**src/hw/host_io_pkg.sv**
```systemverilog
// ##########################################################
// Host I/O package
// Address map, widths and the bus, enable and write-word
// types shared by the host I/O device
// ##########################################################

package host_io_pkg;

  localparam int DATA_W     = 32;
  localparam int ADDR_W     = 4;
  localparam int NUM_HARTS  = 4;
  localparam int HART_ID_W  = 2;
  localparam int CHAR_W     = 8;
  localparam int FIFO_DEPTH = 4;
  localparam int FIFO_PTR_W = $clog2(FIFO_DEPTH);

  // Word address map
  localparam logic [ADDR_W-1:0] ADDR_PUTCHAR     = 4'd0;
  localparam logic [ADDR_W-1:0] ADDR_ENABLE      = 4'd1;
  localparam logic [ADDR_W-1:0] ADDR_ENABLE_SET  = 4'd2;
  localparam logic [ADDR_W-1:0] ADDR_ENABLE_CLR  = 4'd3;
  localparam logic [ADDR_W-1:0] ADDR_FINISH      = 4'd4;
  localparam logic [ADDR_W-1:0] ADDR_FINISH_MASK = 4'd5;

  typedef struct packed {
    logic cosim;
    logic branch_profile;
    logic pc_profile;
    logic core_profile;
    logic cmt;
    logic vm;
    logic dram;
    logic cce;
    logic lce;
    logic dcache;
    logic icache;
  } trace_en_s;

  typedef struct packed {
    logic              cyc;
    logic              stb;
    logic              we;
    logic [ADDR_W-1:0] adr;
    logic [DATA_W-1:0] dat;
  } wb_req_s;

  typedef struct packed {
    logic              ack;
    logic              err;
    logic [DATA_W-1:0] dat;
  } wb_rsp_s;

  // Bus write word, seen raw or as an enable set
  typedef union packed {
    logic [DATA_W-1:0] raw;
    struct packed {
      logic [DATA_W-$bits(trace_en_s)-1:0] pad;
      trace_en_s                           en;
    } en_view;
  } host_wdata_u;

  typedef enum logic [2:0] {
    OP_NONE,
    OP_WRITE,
    OP_SET,
    OP_CLEAR,
    OP_FINISH
  } status_op_e;

endpackage

```
**src/hw/host_bus_ctrl.sv**
```systemverilog
// ##########################################################
// Host I/O bus controller
// Wishbone classic slave: address decode, legality check,
// registered ack/err and putchar back-pressure
// ##########################################################

`timescale 1ns/1ps

module host_bus_ctrl (
  input  logic                             clk_i,
  input  logic                             rst_n_i,
  input  host_io_pkg::wb_req_s             wb_req_i,
  output host_io_pkg::wb_rsp_s             wb_rsp_o,
  output host_io_pkg::status_op_e          op_o,
  output host_io_pkg::host_wdata_u         wdata_o,
  output logic                             rsel_mask_o,
  input  logic [host_io_pkg::DATA_W-1:0]   rdata_i,
  output logic                             push_o,
  output logic [host_io_pkg::CHAR_W-1:0]   push_char_o,
  input  logic                             fifo_full_i
);
  import host_io_pkg::*;

  status_op_e        dec_op;
  logic              legal;
  logic              is_putchar;
  logic              go;
  logic              done;
  logic              ack_q;
  logic              err_q;
  logic [DATA_W-1:0] dat_q;
  host_wdata_u       wdata;

  // Decode and legality
  always_comb
  begin
    dec_op      = OP_NONE;
    legal       = 1'b0;
    is_putchar  = 1'b0;
    rsel_mask_o = 1'b0;
    case (wb_req_i.adr)
      ADDR_PUTCHAR:
      begin
        legal      = wb_req_i.we;
        is_putchar = wb_req_i.we;
      end
      ADDR_ENABLE:
      begin
        legal  = 1'b1;
        dec_op = wb_req_i.we ? OP_WRITE : OP_NONE;
      end
      ADDR_ENABLE_SET:
      begin
        legal  = wb_req_i.we;
        dec_op = OP_SET;
      end
      ADDR_ENABLE_CLR:
      begin
        legal  = wb_req_i.we;
        dec_op = OP_CLEAR;
      end
      ADDR_FINISH:
      begin
        // Hart id must be in range
        legal  = wb_req_i.we && (wb_req_i.dat < DATA_W'(NUM_HARTS));
        dec_op = OP_FINISH;
      end
      ADDR_FINISH_MASK:
      begin
        legal       = !wb_req_i.we;
        rsel_mask_o = 1'b1;
      end
      default: legal = 1'b0;
    endcase
  end

  // New request only outside the guard cycle after a response
  assign go   = wb_req_i.cyc && wb_req_i.stb && !ack_q && !err_q;
  // Putchar waits here while the buffer is full
  assign done = go && legal && !(is_putchar && fifo_full_i);

  assign wdata.raw   = wb_req_i.dat;
  assign wdata_o     = wdata;
  assign op_o        = (go && legal) ? dec_op : OP_NONE;
  assign push_o      = done && is_putchar;
  assign push_char_o = wdata.raw[CHAR_W-1:0];

  always_ff @(posedge clk_i)
  begin
    if (!rst_n_i)
    begin
      ack_q <= 1'b0;
      err_q <= 1'b0;
    end
    else
    begin
      ack_q <= done;
      err_q <= go && !legal;
    end
  end

  always_ff @(posedge clk_i)
  begin
    if (go)
      dat_q <= (legal && !wb_req_i.we) ? rdata_i : '0;
  end

  assign wb_rsp_o.ack = ack_q;
  assign wb_rsp_o.err = err_q;
  assign wb_rsp_o.dat = dat_q;

  a_ack_err_excl: assert property (@(posedge clk_i) disable iff (!rst_n_i)
    !(wb_rsp_o.ack && wb_rsp_o.err));

  a_no_issue_in_ack: assert property (@(posedge clk_i) disable iff (!rst_n_i)
    wb_rsp_o.ack |-> (op_o == OP_NONE) && !push_o);

endmodule

```
**src/hw/host_io_top.sv**
```systemverilog
// ##########################################################
// Host I/O device top level
// Wishbone slave with putchar stream, trace enables and
// per-hart finish flags
// ##########################################################

`timescale 1ns/1ps

module host_io_top (
  input  logic                             clk_i,
  input  logic                             rst_n_i,
  input  host_io_pkg::wb_req_s             wb_req_i,
  output host_io_pkg::wb_rsp_s             wb_rsp_o,
  output logic [host_io_pkg::CHAR_W-1:0]   char_o,
  output logic                             char_valid_o,
  input  logic                             char_ready_i,
  output host_io_pkg::trace_en_s           trace_en_o,
  output logic                             all_finished_o
);
  import host_io_pkg::*;

  status_op_e          op;
  host_wdata_u         wdata;
  logic                rsel_mask;
  logic [DATA_W-1:0]   rdata;
  logic                push;
  logic [CHAR_W-1:0]   push_char;
  logic                fifo_full;

  host_bus_ctrl u_bus_ctrl (
    .clk_i       (clk_i),
    .rst_n_i     (rst_n_i),
    .wb_req_i    (wb_req_i),
    .wb_rsp_o    (wb_rsp_o),
    .op_o        (op),
    .wdata_o     (wdata),
    .rsel_mask_o (rsel_mask),
    .rdata_i     (rdata),
    .push_o      (push),
    .push_char_o (push_char),
    .fifo_full_i (fifo_full)
  );

  host_status_bank u_status_bank (
    .clk_i          (clk_i),
    .rst_n_i        (rst_n_i),
    .op_i           (op),
    .wdata_i        (wdata),
    .rsel_mask_i    (rsel_mask),
    .rdata_o        (rdata),
    .trace_en_o     (trace_en_o),
    .all_finished_o (all_finished_o)
  );

  host_putchar_fifo u_putchar_fifo (
    .clk_i        (clk_i),
    .rst_n_i      (rst_n_i),
    .push_i       (push),
    .char_i       (push_char),
    .full_o       (fifo_full),
    .char_o       (char_o),
    .char_valid_o (char_valid_o),
    .char_ready_i (char_ready_i)
  );

endmodule

```
**src/hw/host_putchar_fifo.sv**
```systemverilog
// ##########################################################
// Putchar character buffer
// Circular FIFO feeding the ready/valid character output
// ##########################################################

`timescale 1ns/1ps

module host_putchar_fifo (
  input  logic                             clk_i,
  input  logic                             rst_n_i,
  input  logic                             push_i,
  input  logic [host_io_pkg::CHAR_W-1:0]   char_i,
  output logic                             full_o,
  output logic [host_io_pkg::CHAR_W-1:0]   char_o,
  output logic                             char_valid_o,
  input  logic                             char_ready_i
);
  import host_io_pkg::*;

  logic [CHAR_W-1:0]     mem_q [FIFO_DEPTH];
  logic [FIFO_PTR_W-1:0] wr_ptr_q;
  logic [FIFO_PTR_W-1:0] rd_ptr_q;
  logic [FIFO_PTR_W:0]   count_q;
  logic                  pop;

  assign pop = char_valid_o && char_ready_i;

  always_ff @(posedge clk_i)
  begin
    if (!rst_n_i)
    begin
      wr_ptr_q <= '0;
      rd_ptr_q <= '0;
      count_q  <= '0;
    end
    else
    begin
      if (push_i)
        wr_ptr_q <= wr_ptr_q + 1'b1;
      if (pop)
        rd_ptr_q <= rd_ptr_q + 1'b1;
      // Simultaneous push and pop keeps the count
      if (push_i && !pop)
        count_q <= count_q + 1'b1;
      else if (pop && !push_i)
        count_q <= count_q - 1'b1;
    end
  end

  always_ff @(posedge clk_i)
  begin
    if (push_i)
      mem_q[wr_ptr_q] <= char_i;
  end

  assign full_o       = (count_q == (FIFO_PTR_W+1)'(FIFO_DEPTH));
  assign char_valid_o = (count_q != '0);
  assign char_o       = mem_q[rd_ptr_q];

  a_no_push_full: assert property (@(posedge clk_i) disable iff (!rst_n_i)
    push_i |-> !full_o);

endmodule

```
**src/hw/host_status_bank.sv**
```systemverilog
// ##########################################################
// Host I/O status bank
// Trace enable register, sticky per-hart finish mask and
// the read data mux
// ##########################################################

`timescale 1ns/1ps

module host_status_bank (
  input  logic                             clk_i,
  input  logic                             rst_n_i,
  input  host_io_pkg::status_op_e          op_i,
  input  host_io_pkg::host_wdata_u         wdata_i,
  input  logic                             rsel_mask_i,
  output logic [host_io_pkg::DATA_W-1:0]   rdata_o,
  output host_io_pkg::trace_en_s           trace_en_o,
  output logic                             all_finished_o
);
  import host_io_pkg::*;

  trace_en_s              en_q;
  trace_en_s              en_wr;
  logic [NUM_HARTS-1:0]   fin_q;
  logic [HART_ID_W-1:0]   hart_id;

  assign en_wr   = wdata_i.en_view.en;
  assign hart_id = wdata_i.raw[HART_ID_W-1:0];

  // Enable register
  always_ff @(posedge clk_i)
  begin
    if (!rst_n_i)
    begin
      en_q <= '0;
    end
    else
    begin
      case (op_i)
        OP_WRITE: en_q <= en_wr;
        OP_SET:   en_q <= trace_en_s'(en_q | en_wr);
        OP_CLEAR: en_q <= trace_en_s'(en_q & ~en_wr);
        default:  en_q <= en_q;
      endcase
    end
  end

  // Finish bits stay set until reset
  always_ff @(posedge clk_i)
  begin
    if (!rst_n_i)
    begin
      fin_q <= '0;
    end
    else if (op_i == OP_FINISH)
    begin
      fin_q[hart_id] <= 1'b1;
    end
  end

  assign trace_en_o     = en_q;
  assign all_finished_o = &fin_q;

  // Read data, zero padded
  always_comb
  begin
    if (rsel_mask_i)
      rdata_o = DATA_W'(fin_q);
    else
      rdata_o = DATA_W'(en_q);
  end

  a_fin_sticky: assert property (@(posedge clk_i) disable iff (!rst_n_i)
    (fin_q & $past(fin_q)) == $past(fin_q));

endmodule

```
**config.mk**
```make
export PLATFORM = sky130hd
export DESIGN_NAME = host_io_top
export DESIGN_NICKNAME = d
export VERILOG_FILES = /design/src/hw/host_io_pkg.sv /design/src/hw/host_bus_ctrl.sv /design/src/hw/host_io_top.sv /design/src/hw/host_putchar_fifo.sv /design/src/hw/host_status_bank.sv
export SDC_FILE = /design/constraint.sdc
export NUM_CORES = 1
export LEC_CHECK = 0
export ABC_AREA = 0
export BUFFER_PORTS_ARGS = -buffer_cell sky130_fd_sc_hd__buf_4
export CELL_PAD_IN_SITES_DETAIL_PLACEMENT = 1
export CELL_PAD_IN_SITES_GLOBAL_PLACEMENT = 1
export CORE_AREA = 5 5 91 93
export CTS_CLUSTER_DIAMETER = 40
export DETAILED_ROUTE_END_ITERATION = 6
export DIE_AREA = 0 0 96 98
export GPL_TIMING_DRIVEN = 0
export PLACE_DENSITY_LB_ADDON = 0.15
export SLEW_MARGIN = 20
export SYNTH_ARGS = -nofsm -noshare
export SYNTH_HDL_FRONTEND = slang
export SYNTH_SLANG_ARGS = --single-unit
```
**constraint.sdc**
```tcl
create_clock -name clk_i -period 7.5 [get_ports clk_i]
set_input_delay 1.5 -clock clk_i [delete_from_list [all_inputs] [get_ports clk_i]]
set_output_delay 1.5 -clock clk_i [all_outputs]
set_load 0.05 [all_outputs]
```
==> results.txt, run 1 <==
Synth area leader - edfxtp_1
Seq/Total Area, Yosys - 0.586
Worst-path fanout max - 6
Post-DP HPWL - 5.63 mm
Io pins - 97
Max VDD drop - 86.4 uV
Die area - 0.00941 mm^2
Maximum buffer depth of the clock tree - 2
Core box area - 0.00745 mm^2
Max Cap Viol - 0
Pin count of the biggest net entering global routing - 13
Initial Util - 0.415
Synth cell types - 42
Worst Skew - 0.00669 ns
Global-route wire length before repair - 12.0 mm
Final period demand of the worst path - 3.66 ns
Period utilisation layout - 0.487
Outcome - finished, final reports clean
Clock root buffer - clkbuf_8
Yosys reg bits - 69
Vias - 2,218
CP dominant cell by count - or3_1
Antenna violations before repair - 0
Count leader, synth - edfxtp_1
Final Core Density - 0.540
Post-synth top cells - edfxtp_1, dfxtp_1, buf_4, and2_1, o21ai_0
# Post-CTS Setup Buffers - 0
Post-Syn Instances - 234
Leak - 1.56 nW
RD Place Congestion - 0.702
Die width - 96 um
Max Slew Vio Count - 0
Standard-cell rows - 32
Type of the worst setup path - in2reg
Synth top area cells - edfxtp_1, dfxtp_1, mux4_2, buf_4, a32o_1
Layout cells sized above 1 - 0.371
CTS resizes - 0
Vias in the first global route - 2,426
Starting DRT DRC Count - 89
P per Cell Area - 235 mW/mm^2
RSZ-0062 raised after global routing - no
WL final - 7.44 mm
Syn_area_per_cell - 13.2 um^2
Setup_tns - 0 ns
Final #Nets - 388
PortBufs - 75
Die span in y - 98 um
Post-Layout Inst Area - 0.00402 mm^2
Worst EP arrival - 3.92 ns
WP data required - 7.77 ns
Post-Syn Area - 0.00309 mm^2
Fmax - 0.274 GHz
Async SR Flop Fraction - 0
Cell Area, Placed - 0.00386 mm^2
Crit path buf inv count - 2
Hold_buf cts - 0
Ys flop type - edfxtp_1
CP max-delay cell - nor4_2
Setup WS pre-CTS - 3.49 ns
Worst setup margin - 3.84 ns
Total CTS buffers - 9
Slew headroom - 0.548
Area delta synth->final - 30.1%
Hold Path Class - reg2reg
Cell family with most CP delay - simple AND/OR/NAND/NOR gates
Ys Warns - 0
Final setup vio count - 0
Avg Vias per Cell - 4.96
Worst slew pin tran - 0.678 ns
Pre-Repair DR Iteration Count - 6
Clock Sinks - 69
H-tree levels - 3
DR DRC count - 0
CTS tree - built
N_diodes - 0
Post-route ant nets - 0
Worst-Skew Late Latency - 0.34 ns
Count of final hold-check violations - 0
Yosys top cell area share - 0.418
DR WL/cell - 16.6 um
Number of synthesized flops with an enable pin - 43
Clock slew at reported path FFs - 0.07 ns
GRT Util Overall - 0.166
Congestion Overflow GR - 0
CP max stage delay - 0.44 ns
Crit. End Element - flop
Critical path startpoint category - input pin
Worst-path cell chain - buf_4 -> nand4bb_4 -> or3_1 -> nor4_2 -> ha_1 -> inv_1 -> fa_1 -> xor2_1 -> or3_1 -> a21boi_0
[worst paths after layout]
kind / startpoint / end / slack (ns) / depth (start not counted)
hold / removal: u_status_bank.fin_q[0] / u_status_bank.fin_q[0] / 0.47 / 2
setup / recovery: wb_req_i[38] / u_putchar_fifo.count_q[2] / 3.84 / 10
hold reg to reg: u_status_bank.fin_q[0] / u_status_bank.fin_q[0] / 0.47 / 2
setup reg to reg: u_bus_ctrl.err_q / u_putchar_fifo.count_q[2] / 4.67 / 9
[through the flow]
stage          std cells  power [mW]  hold WS (ns)
3_5_place_dp         431       0.700         0.454
3_3_place_gp         431       0.693         0.453
6_report             447       0.947         0.466
4_1_cts              447       0.958         0.467
5_1_grt              447       0.989         0.492
2_1_floorplan        254       0.625         0.434
[power by group]
group / switching (mW) / internal (mW)
clock: 0.141 / 0.117
sequential: 0.0116 / 0.418
combinational: 0.161 / 0.0983
[per-layer routing]
| metal | track usage | share of wire |
|---|---|---|
| met1 | 0.205 | 0.42 |
| met2 | 0.272 | 0.50 |
| met3 | 0.0416 | 0.068 |
| met4 | 0.0722 | 0.015 |
| met5 | 0 | 0 |
[flip-flops by register name, summed over array words and instances, names as in the netlist, named ones only]
register / flops
u_putchar_fifo.mem_q: 32
u_bus_ctrl.dat_q: 11
u_status_bank.trace_en_o: 11
u_status_bank.fin_q: 4
u_putchar_fifo.count_q: 3
u_putchar_fifo.rd_ptr_q: 2
u_putchar_fifo.wr_ptr_q: 2
u_bus_ctrl.ack_q: 1
u_bus_ctrl.err_q: 1
[cell families after synthesis]
family / after synthesis / synth area share
AO/OA/AOI/OAI: 32 / 0.0737
XOR/XNOR: 5 / 0.0142
adder cells (fa/ha/maj): 6 / 0.0267
buffers and inverters: 36 / 0.0728
flip-flops: 69 / 0.586
multiplexers: 14 / 0.0777
other: 1 / 0.00121
AND/OR/NAND/NOR: 71 / 0.148
[worst register-to-register path, delay by kind of cell (launching register included)]
family,cells,cell delay (ns)
XOR/XNOR,1,0.16
AND/OR/NAND/NOR,4,1.42
adder cells (fa/ha/maj),2,0.64
buffers and inverters,1,0.06
flip-flops,1,0.32
AO/OA/AOI/OAI,1,0.17
[cell usage in the layout (no fill, tap or decap), types with 6 or more instances in the layout]
cell type	instances
buf_4	98
edfxtp_1	43
dfxtp_1	26
conb_1	21
and2_1	16
o21ai_0	13
nor2_1	11
a32o_1	11
clkbuf_8	9
mux4_2	8
nand2_1	8
nor4_1	8
mux2i_1	6
[area by class of cell]
class,count,area (um^2)
buffer,32,210
clock buffer,9,124
timing repair buffer,75,563
fill,823,3420
clock inverter,7,41.3
multi-input combinational,149,1130
tap,102,128
sequential,69,1810
inverter,4,15.0
(Power assumes the default switching activity.)
==> inputs of run 2 (changes only) <==
ABC_AREA = 1   (was 0)
CORE_AREA = 5 5 100 102   (was 5 5 91 93)
DIE_AREA = 0 0 105 107   (was 0 0 96 98)
clock period = 3.8 ns   (was 7.5 ns; I/O delays follow)
==> run 2 against run 1 <==
  * Total power up 110%
  * Register-to-register slack worse by 3.4 ns
  * Largest power group unchanged
  * Core utilization is 6.5 points lower
  * Largest cell class unchanged
  * Clock-buffer cell count grew 1
  * Sequential share of layout area shrank 2.8 points
==> results.txt, run 2 <==
Clock root buffer - clkbuf_8
Hold Path Class - reg2reg
Vias in the first global route - 2,946
Async SR Flop Fraction - 0
Post-synth top cells - nor2_1, inv_1, nand2_1, edfxtp_1, dfxtp_1
# Post-CTS Setup Buffers - 0
Slew headroom - 0.446
Count of final hold-check violations - 0
Clock Sinks - 69
CP max-delay cell - fa_1
CTS tree - built
CTS resizes - 0
Placed cell count - 575
Avg Vias per Cell - 4.67
Layout cells sized above 1 - 0.262
Io pins - 97
Ys flop type - edfxtp_1
Worst setup margin - 0.814 ns
Worst-path fanout max - 7
Post-Layout Inst Area - 0.00429 mm^2
Antenna violations before repair - 0
Fmax - 0.335 GHz
Crit. End Element - flop
Ys Warns - 0
Type of the worst setup path - in2reg
Critical path startpoint category - input pin
Cell Area, Placed - 0.00406 mm^2
Vias - 2,764
PortBufs - 74
Die width - 105 um
Global-route wire length before repair - 14.6 mm
Congestion Overflow GR - 0
H-tree levels - 3
Number of synthesized flops with an enable pin - 43
Sw frac - 0.334
Worst slew pin tran - 0.828 ns
Die area - 0.0112 mm^2
N_diodes - 0
Initial Util - 0.365
CP max stage delay - 0.38 ns
Hold_buf cts - 0
Setup_tns - 0 ns
Synth top area cells - edfxtp_1, dfxtp_1, nor2_1, buf_4, inv_1
Seq/Total Area, Yosys - 0.550
DR DRC count - 0
Final Core Density - 0.475
Post-Syn Area - 0.00329 mm^2
Psw - 0.676 mW
Pin count of the biggest net entering global routing - 21
WL final - 8.79 mm
Leak - 1.77 nW
Yosys reg bits - 69
Final setup vio count - 0
Synth cell types - 28
Area delta synth->final - 30.3%
Top reg by flops - u_putchar_fifo.mem_q
Max Slew Vio Count - 0
Overall Power - 2.02 mW
Combinational Power Share - 0.257
Pint - 1.35 mW
Fin cells - 592
Outcome - finished, final reports clean
Count leader, synth - nor2_1
Commonest non-fill, non-tap cell in the layout - buf_4
Worst-path cell chain - buf_4 -> nor2_1 -> nand2_1 -> nor2_1 -> nand2_1 -> o21ai_2 -> nand3_1 -> inv_2 -> nand3_2 -> clkinv_2 -> ha_1 -> inv_1 -> fa_1 -> a21oi_1 -> o21ai_0 -> o21ai_0 -> a21oi_1
Starting DRT DRC Count - 153
Worst-Skew Late Latency - 0.34 ns
Syn_area_per_cell - 8.90 um^2
Post-route ant nets - 0
Max FFs per register - 32
Setup WS pre-CTS - 0.469 ns
Standard-cell rows - 35
Final period demand of the worst path - 2.99 ns
RD Place Congestion - 0.776
P per Cell Area - 472 mW/mm^2
Period utilisation layout - 0.786
Max VDD drop - 233 uV
Worst Skew - 0.00587 ns
Hold WS - 0.480 ns
Pre-Repair DR Iteration Count - 4
Post-Syn Instances - 370
Die span in y - 107 um
Sequential Power Share - 0.419
Max Cap Viol - 0
Core box area - 0.00902 mm^2
Yosys top cell area share - 0.392
DR WL/cell - 14.8 um
GRT Util Overall - 0.162
Post-DP HPWL - 6.63 mm
Proportion of power drawn by the clock network - 0.324
Maximum buffer depth of the clock tree - 2
Final #Nets - 524
Synth area leader - edfxtp_1
WP data required - 4.03 ns
Total CTS buffers - 9
Worst EP arrival - 3.21 ns
Commonest cells after routing, fill and taps aside - buf_4, nor2_1, inv_1, nand2_1, edfxtp_1
RSZ-0062 raised after global routing - no
Clock slew at reported path FFs - 0.07 ns
-- run 2: cell families after synthesis --
logic type,after synthesis,synth area share
other cells,1,0.00114
fa+ha+maj,6,0.0251
simple gates,153,0.202
compound gates,59,0.0946
buf+inv,82,0.127
flops,69,0.550
-- run 2: per-layer routing --
metal | share of wire | up-vias | routed length [um] | global-route usage
met4 | 0.015 | 0 | 133 | 0.0603
met5 | 0 | - | 0 | 0
met1 | 0.44 | 1280 | 3910 | 0.201
li1 | - | 1404 | - | -
met3 | 0.048 | 10 | 424 | 0.0331
met2 | 0.49 | 70 | 4320 | 0.279
-- run 2: worst max-delay path, delay by kind of cell --
family / cells / cell delay (ns)
and+or+nand+nor: 6 / 0.77
AOI/OAI and AO/OA: 5 / 0.71
adders and majority gates: 2 / 0.53
buffers and inverters: 4 / 0.45
-- run 2: area by class of cell --
| class | instances | area [um^2] |
|---|---|---|
| fillers | 1099 | 4730 |
| flip-flops and latches | 69 | 1810 |
| multi-input cells | 239 | 1140 |
| repair buffers | 75 | 567 |
| plain buffers | 34 | 235 |
| inverters | 48 | 181 |
| well taps | 111 | 139 |
| clock buffers | 10 | 128 |
| clock inverters | 6 | 87.6 |
-- run 2: power by group through the flow --
stage                     sequential, mW  clock, mW  combinational (mW)
after global routing               0.854      0.708               0.565
after detailed placement           0.866          0               0.523
final                              0.848      0.655               0.519
after floorplan                    0.877          0               0.342
after global placement             0.865          0               0.515
after CTS                          0.849      0.664               0.524
-- run 2: worst paths after layout --
kind                           endpoint  cells past startpoint                  startpoint  slack, ns
max           u_putchar_fifo.count_q[2]                     17                 wb_req_i[3]       0.81
min          u_putchar_fifo.rd_ptr_q[0]                      1  u_putchar_fifo.rd_ptr_q[0]       0.48
max reg2reg   u_putchar_fifo.count_q[2]                     14            u_bus_ctrl.ack_q       1.24
min reg2reg  u_putchar_fifo.rd_ptr_q[0]                      1  u_putchar_fifo.rd_ptr_q[0]       0.48
==> inputs of run 3 (changes only) <==
ABC_AREA = 0   (was 1)
CORE_AREA = 5 5 99 101   (was 5 5 100 102)
DIE_AREA = 0 0 104 106   (was 0 0 105 107)
clock period = 2.6 ns   (was 3.8 ns; I/O delays follow)
==> run 3 against run 2 <==
  * Via count fell by 22%
  * Largest power group unchanged
  * Sequential share of layout area grew 1.8 points
  * Worst setup slack worse by 0.70 ns
  * Critical endpoint unchanged
  * Cell count down 22%
==> results.txt, run 3 (synthesis results as in run 1) <==
Count of final hold-check violations - 0
Vias in the first global route - 2,328
Die width - 104 um
Commonest cells after routing, fill and taps aside - buf_4, edfxtp_1, dfxtp_1, conb_1, and2_1
CTS tree - built
GRT Util Overall - 0.138
P per Cell Area - 695 mW/mm^2
Area delta synth->final - 32.9%
Standard-cell rows - 35
Max Cap Viol - 0
Setup_tns - 0 ns
Combinational Power Share - 0.254
Post-route ant nets - 0
Total CTS buffers - 9
Die span in y - 106 um
Reg-to-Reg Start - u_bus_ctrl.ack_q
Post-DP HPWL - 5.60 mm
Worst-path fanout max - 2
Proportion of power drawn by the clock network - 0.303
Die area - 0.0110 mm^2
Io pins - 97
Filler cells - 982
WL final - 7.39 mm
Layout cells sized above 1 - 0.391
Avg Vias per Cell - 4.71
DR DRC count - 0
Maximum buffer depth of the clock tree - 2
Setup WS pre-CTS - -0.345 ns
Max FFs per register - 32
Crit. End Element - flop
Pin count of the biggest net entering global routing - 14
Worst slew pin tran - 0.622 ns
Final #Nets - 391
Hold Path Class - in2reg
Slew headroom - 0.585
Period utilisation layout - 0.955
Top reg by flops - u_putchar_fifo.mem_q
Final setup vio count - 0
Initial Util - 0.346
DR WL/cell - 16.1 um
Fmax - 0.403 GHz
PortBufs - 75
Cell family with most CP delay - simple AND/OR/NAND/NOR gates
RD Place Congestion - 0.719
Critical path startpoint category - flop
CP max stage delay - 0.37 ns
WP data required - 2.87 ns
FF-to-FF End - u_putchar_fifo.count_q[2]
Hold WS - 0.414 ns
H-tree levels - 3
Final period demand of the worst path - 2.48 ns
Outcome - finished, final reports clean
Sw frac - 0.322
Clock root buffer - clkbuf_8
Worst Hold Depth - 2
Pre-Repair DR Iteration Count - 4
Antenna violations before repair - 0
Leak - 1.60 nW
CP max-delay cell - fa_1
Reg2reg setup slack - 0.12 ns
Post-Layout Inst Area - 0.00411 mm^2
Type of the worst setup path - reg2reg
Core box area - 0.00893 mm^2
Cell Area, Placed - 0.00388 mm^2
Overall Power - 2.86 mW
N_diodes - 0
Hold Path End - u_status_bank.trace_en_o[9]
Clock slew at reported path FFs - 0.08 ns
Hold_sp - wb_req_i[9]
Psw - 0.919 mW
Max Slew Vio Count - 0
Worst-path cell chain - nand4bb_4 -> or3_4 -> nor4_4 -> ha_2 -> inv_1 -> fa_1 -> xor2_1 -> or3_1 -> a21boi_1
Hold_buf cts - 0
Reg2Reg Depth - 9
Global-route wire length before repair - 12.2 mm
Worst EP arrival - 2.75 ns
Congestion Overflow GR - 0
Sequential Power Share - 0.443
Crit path buf inv count - 1
Worst-Skew Late Latency - 0.34 ns
Max VDD drop - 241 uV
Pint - 1.94 mW
Clock Sinks - 69
Worst Skew - 0.00816 ns
Starting DRT DRC Count - 110
Commonest non-fill, non-tap cell in the layout - buf_4
Vias - 2,160
RSZ-0062 raised after global routing - yes
Worst setup margin - 0.116 ns
-- run 3: cell count changes in the layout (fill, tap and decap cells not counted), sizes merged, moves of 8 or more --
cell,before,now
and2,0,16
nor2,67,12
nand4,21,2
a32o,0,11
inv,47,5
o22ai,8,0
o21ai,26,14
a21oi,24,2
nor4,1,10
mux4,0,8
nand3,16,3
nand2,46,8
-- run 3: what timing repair did --
action / CTS / global route
setup endpoints to repair: 1 / 9
resized for setup: 1 / 0
pin swaps: 4 / 2
buffers inserted: 4 / 0
-- run 3: how the worst max path moves through the flow --
stage | startpoint | endpoint | slack (ns) | cells past startpoint
after floorplan | wb_req_i[38] | u_putchar_fifo.count_q[2] | -0.004 | 9
after global placement | wb_req_i[38] | u_putchar_fifo.count_q[2] | -0.28 | 10
after detailed placement | wb_req_i[38] | u_putchar_fifo.count_q[2] | -0.35 | 10
after CTS | u_bus_ctrl.ack_q | u_putchar_fifo.count_q[2] | 0.02 | 9
after global routing | u_bus_ctrl.ack_q | u_putchar_fifo.count_q[2] | -0.02 | 9
final | u_bus_ctrl.ack_q | u_putchar_fifo.count_q[2] | 0.12 | 9
-- run 3: metrics by stage --
step           cells   util
2_1_floorplan    254      -
3_3_place_gp     440  0.435
3_5_place_dp     440  0.435
4_1_cts          460  0.460
5_1_grt          459  0.460
6_report         459  0.460
-- run 3: routing by layer --
| layer | routed length (um) | track usage | vias to the layer above |
|---|---|---|---|
| met3 | 458 | 0.0431 | 8 |
| met2 | 3360 | 0.212 | 67 |
| met4 | 83 | 0.0416 | 0 |
| met5 | 0 | 0 | - |
| li1 | - | - | 1055 |
| met1 | 3490 | 0.189 | 1030 |
-- run 3: layout make-up --
class	instances	area, um^2	area share
buffer	31	206	0.0502
clock buffer	9	124	0.0301
clock inverter	7	73.8	0.0180
inverter	4	15.0	0.00365
multi-input combinational	149	1150	0.279
sequential	69	1810	0.441
tap	111	139	0.0338
timing repair buffer	79	593	0.144
-- run 3: worst register-to-register path, cell delays in order, from the launching register on --
cell	delay, ns
dfxtp_1	0.31
nand4bb_4	0.23
or3_4	0.36
nor4_4	0.26
ha_2	0.23
inv_1	0.05
fa_1	0.37
xor2_1	0.16
or3_1	0.31
a21boi_1	0.14
-- run 3: power groups by stage --
stage | Combinational (mW) | Clock (mW) | Sequential, mW
floorplan | 0.523 | 0 | 1.28
global placement | 0.747 | 0 | 1.26
detailed placement | 0.759 | 0 | 1.26
CTS | 0.764 | 0.897 | 1.24
global route | 0.778 | 0.953 | 1.28
finish | 0.726 | 0.865 | 1.26
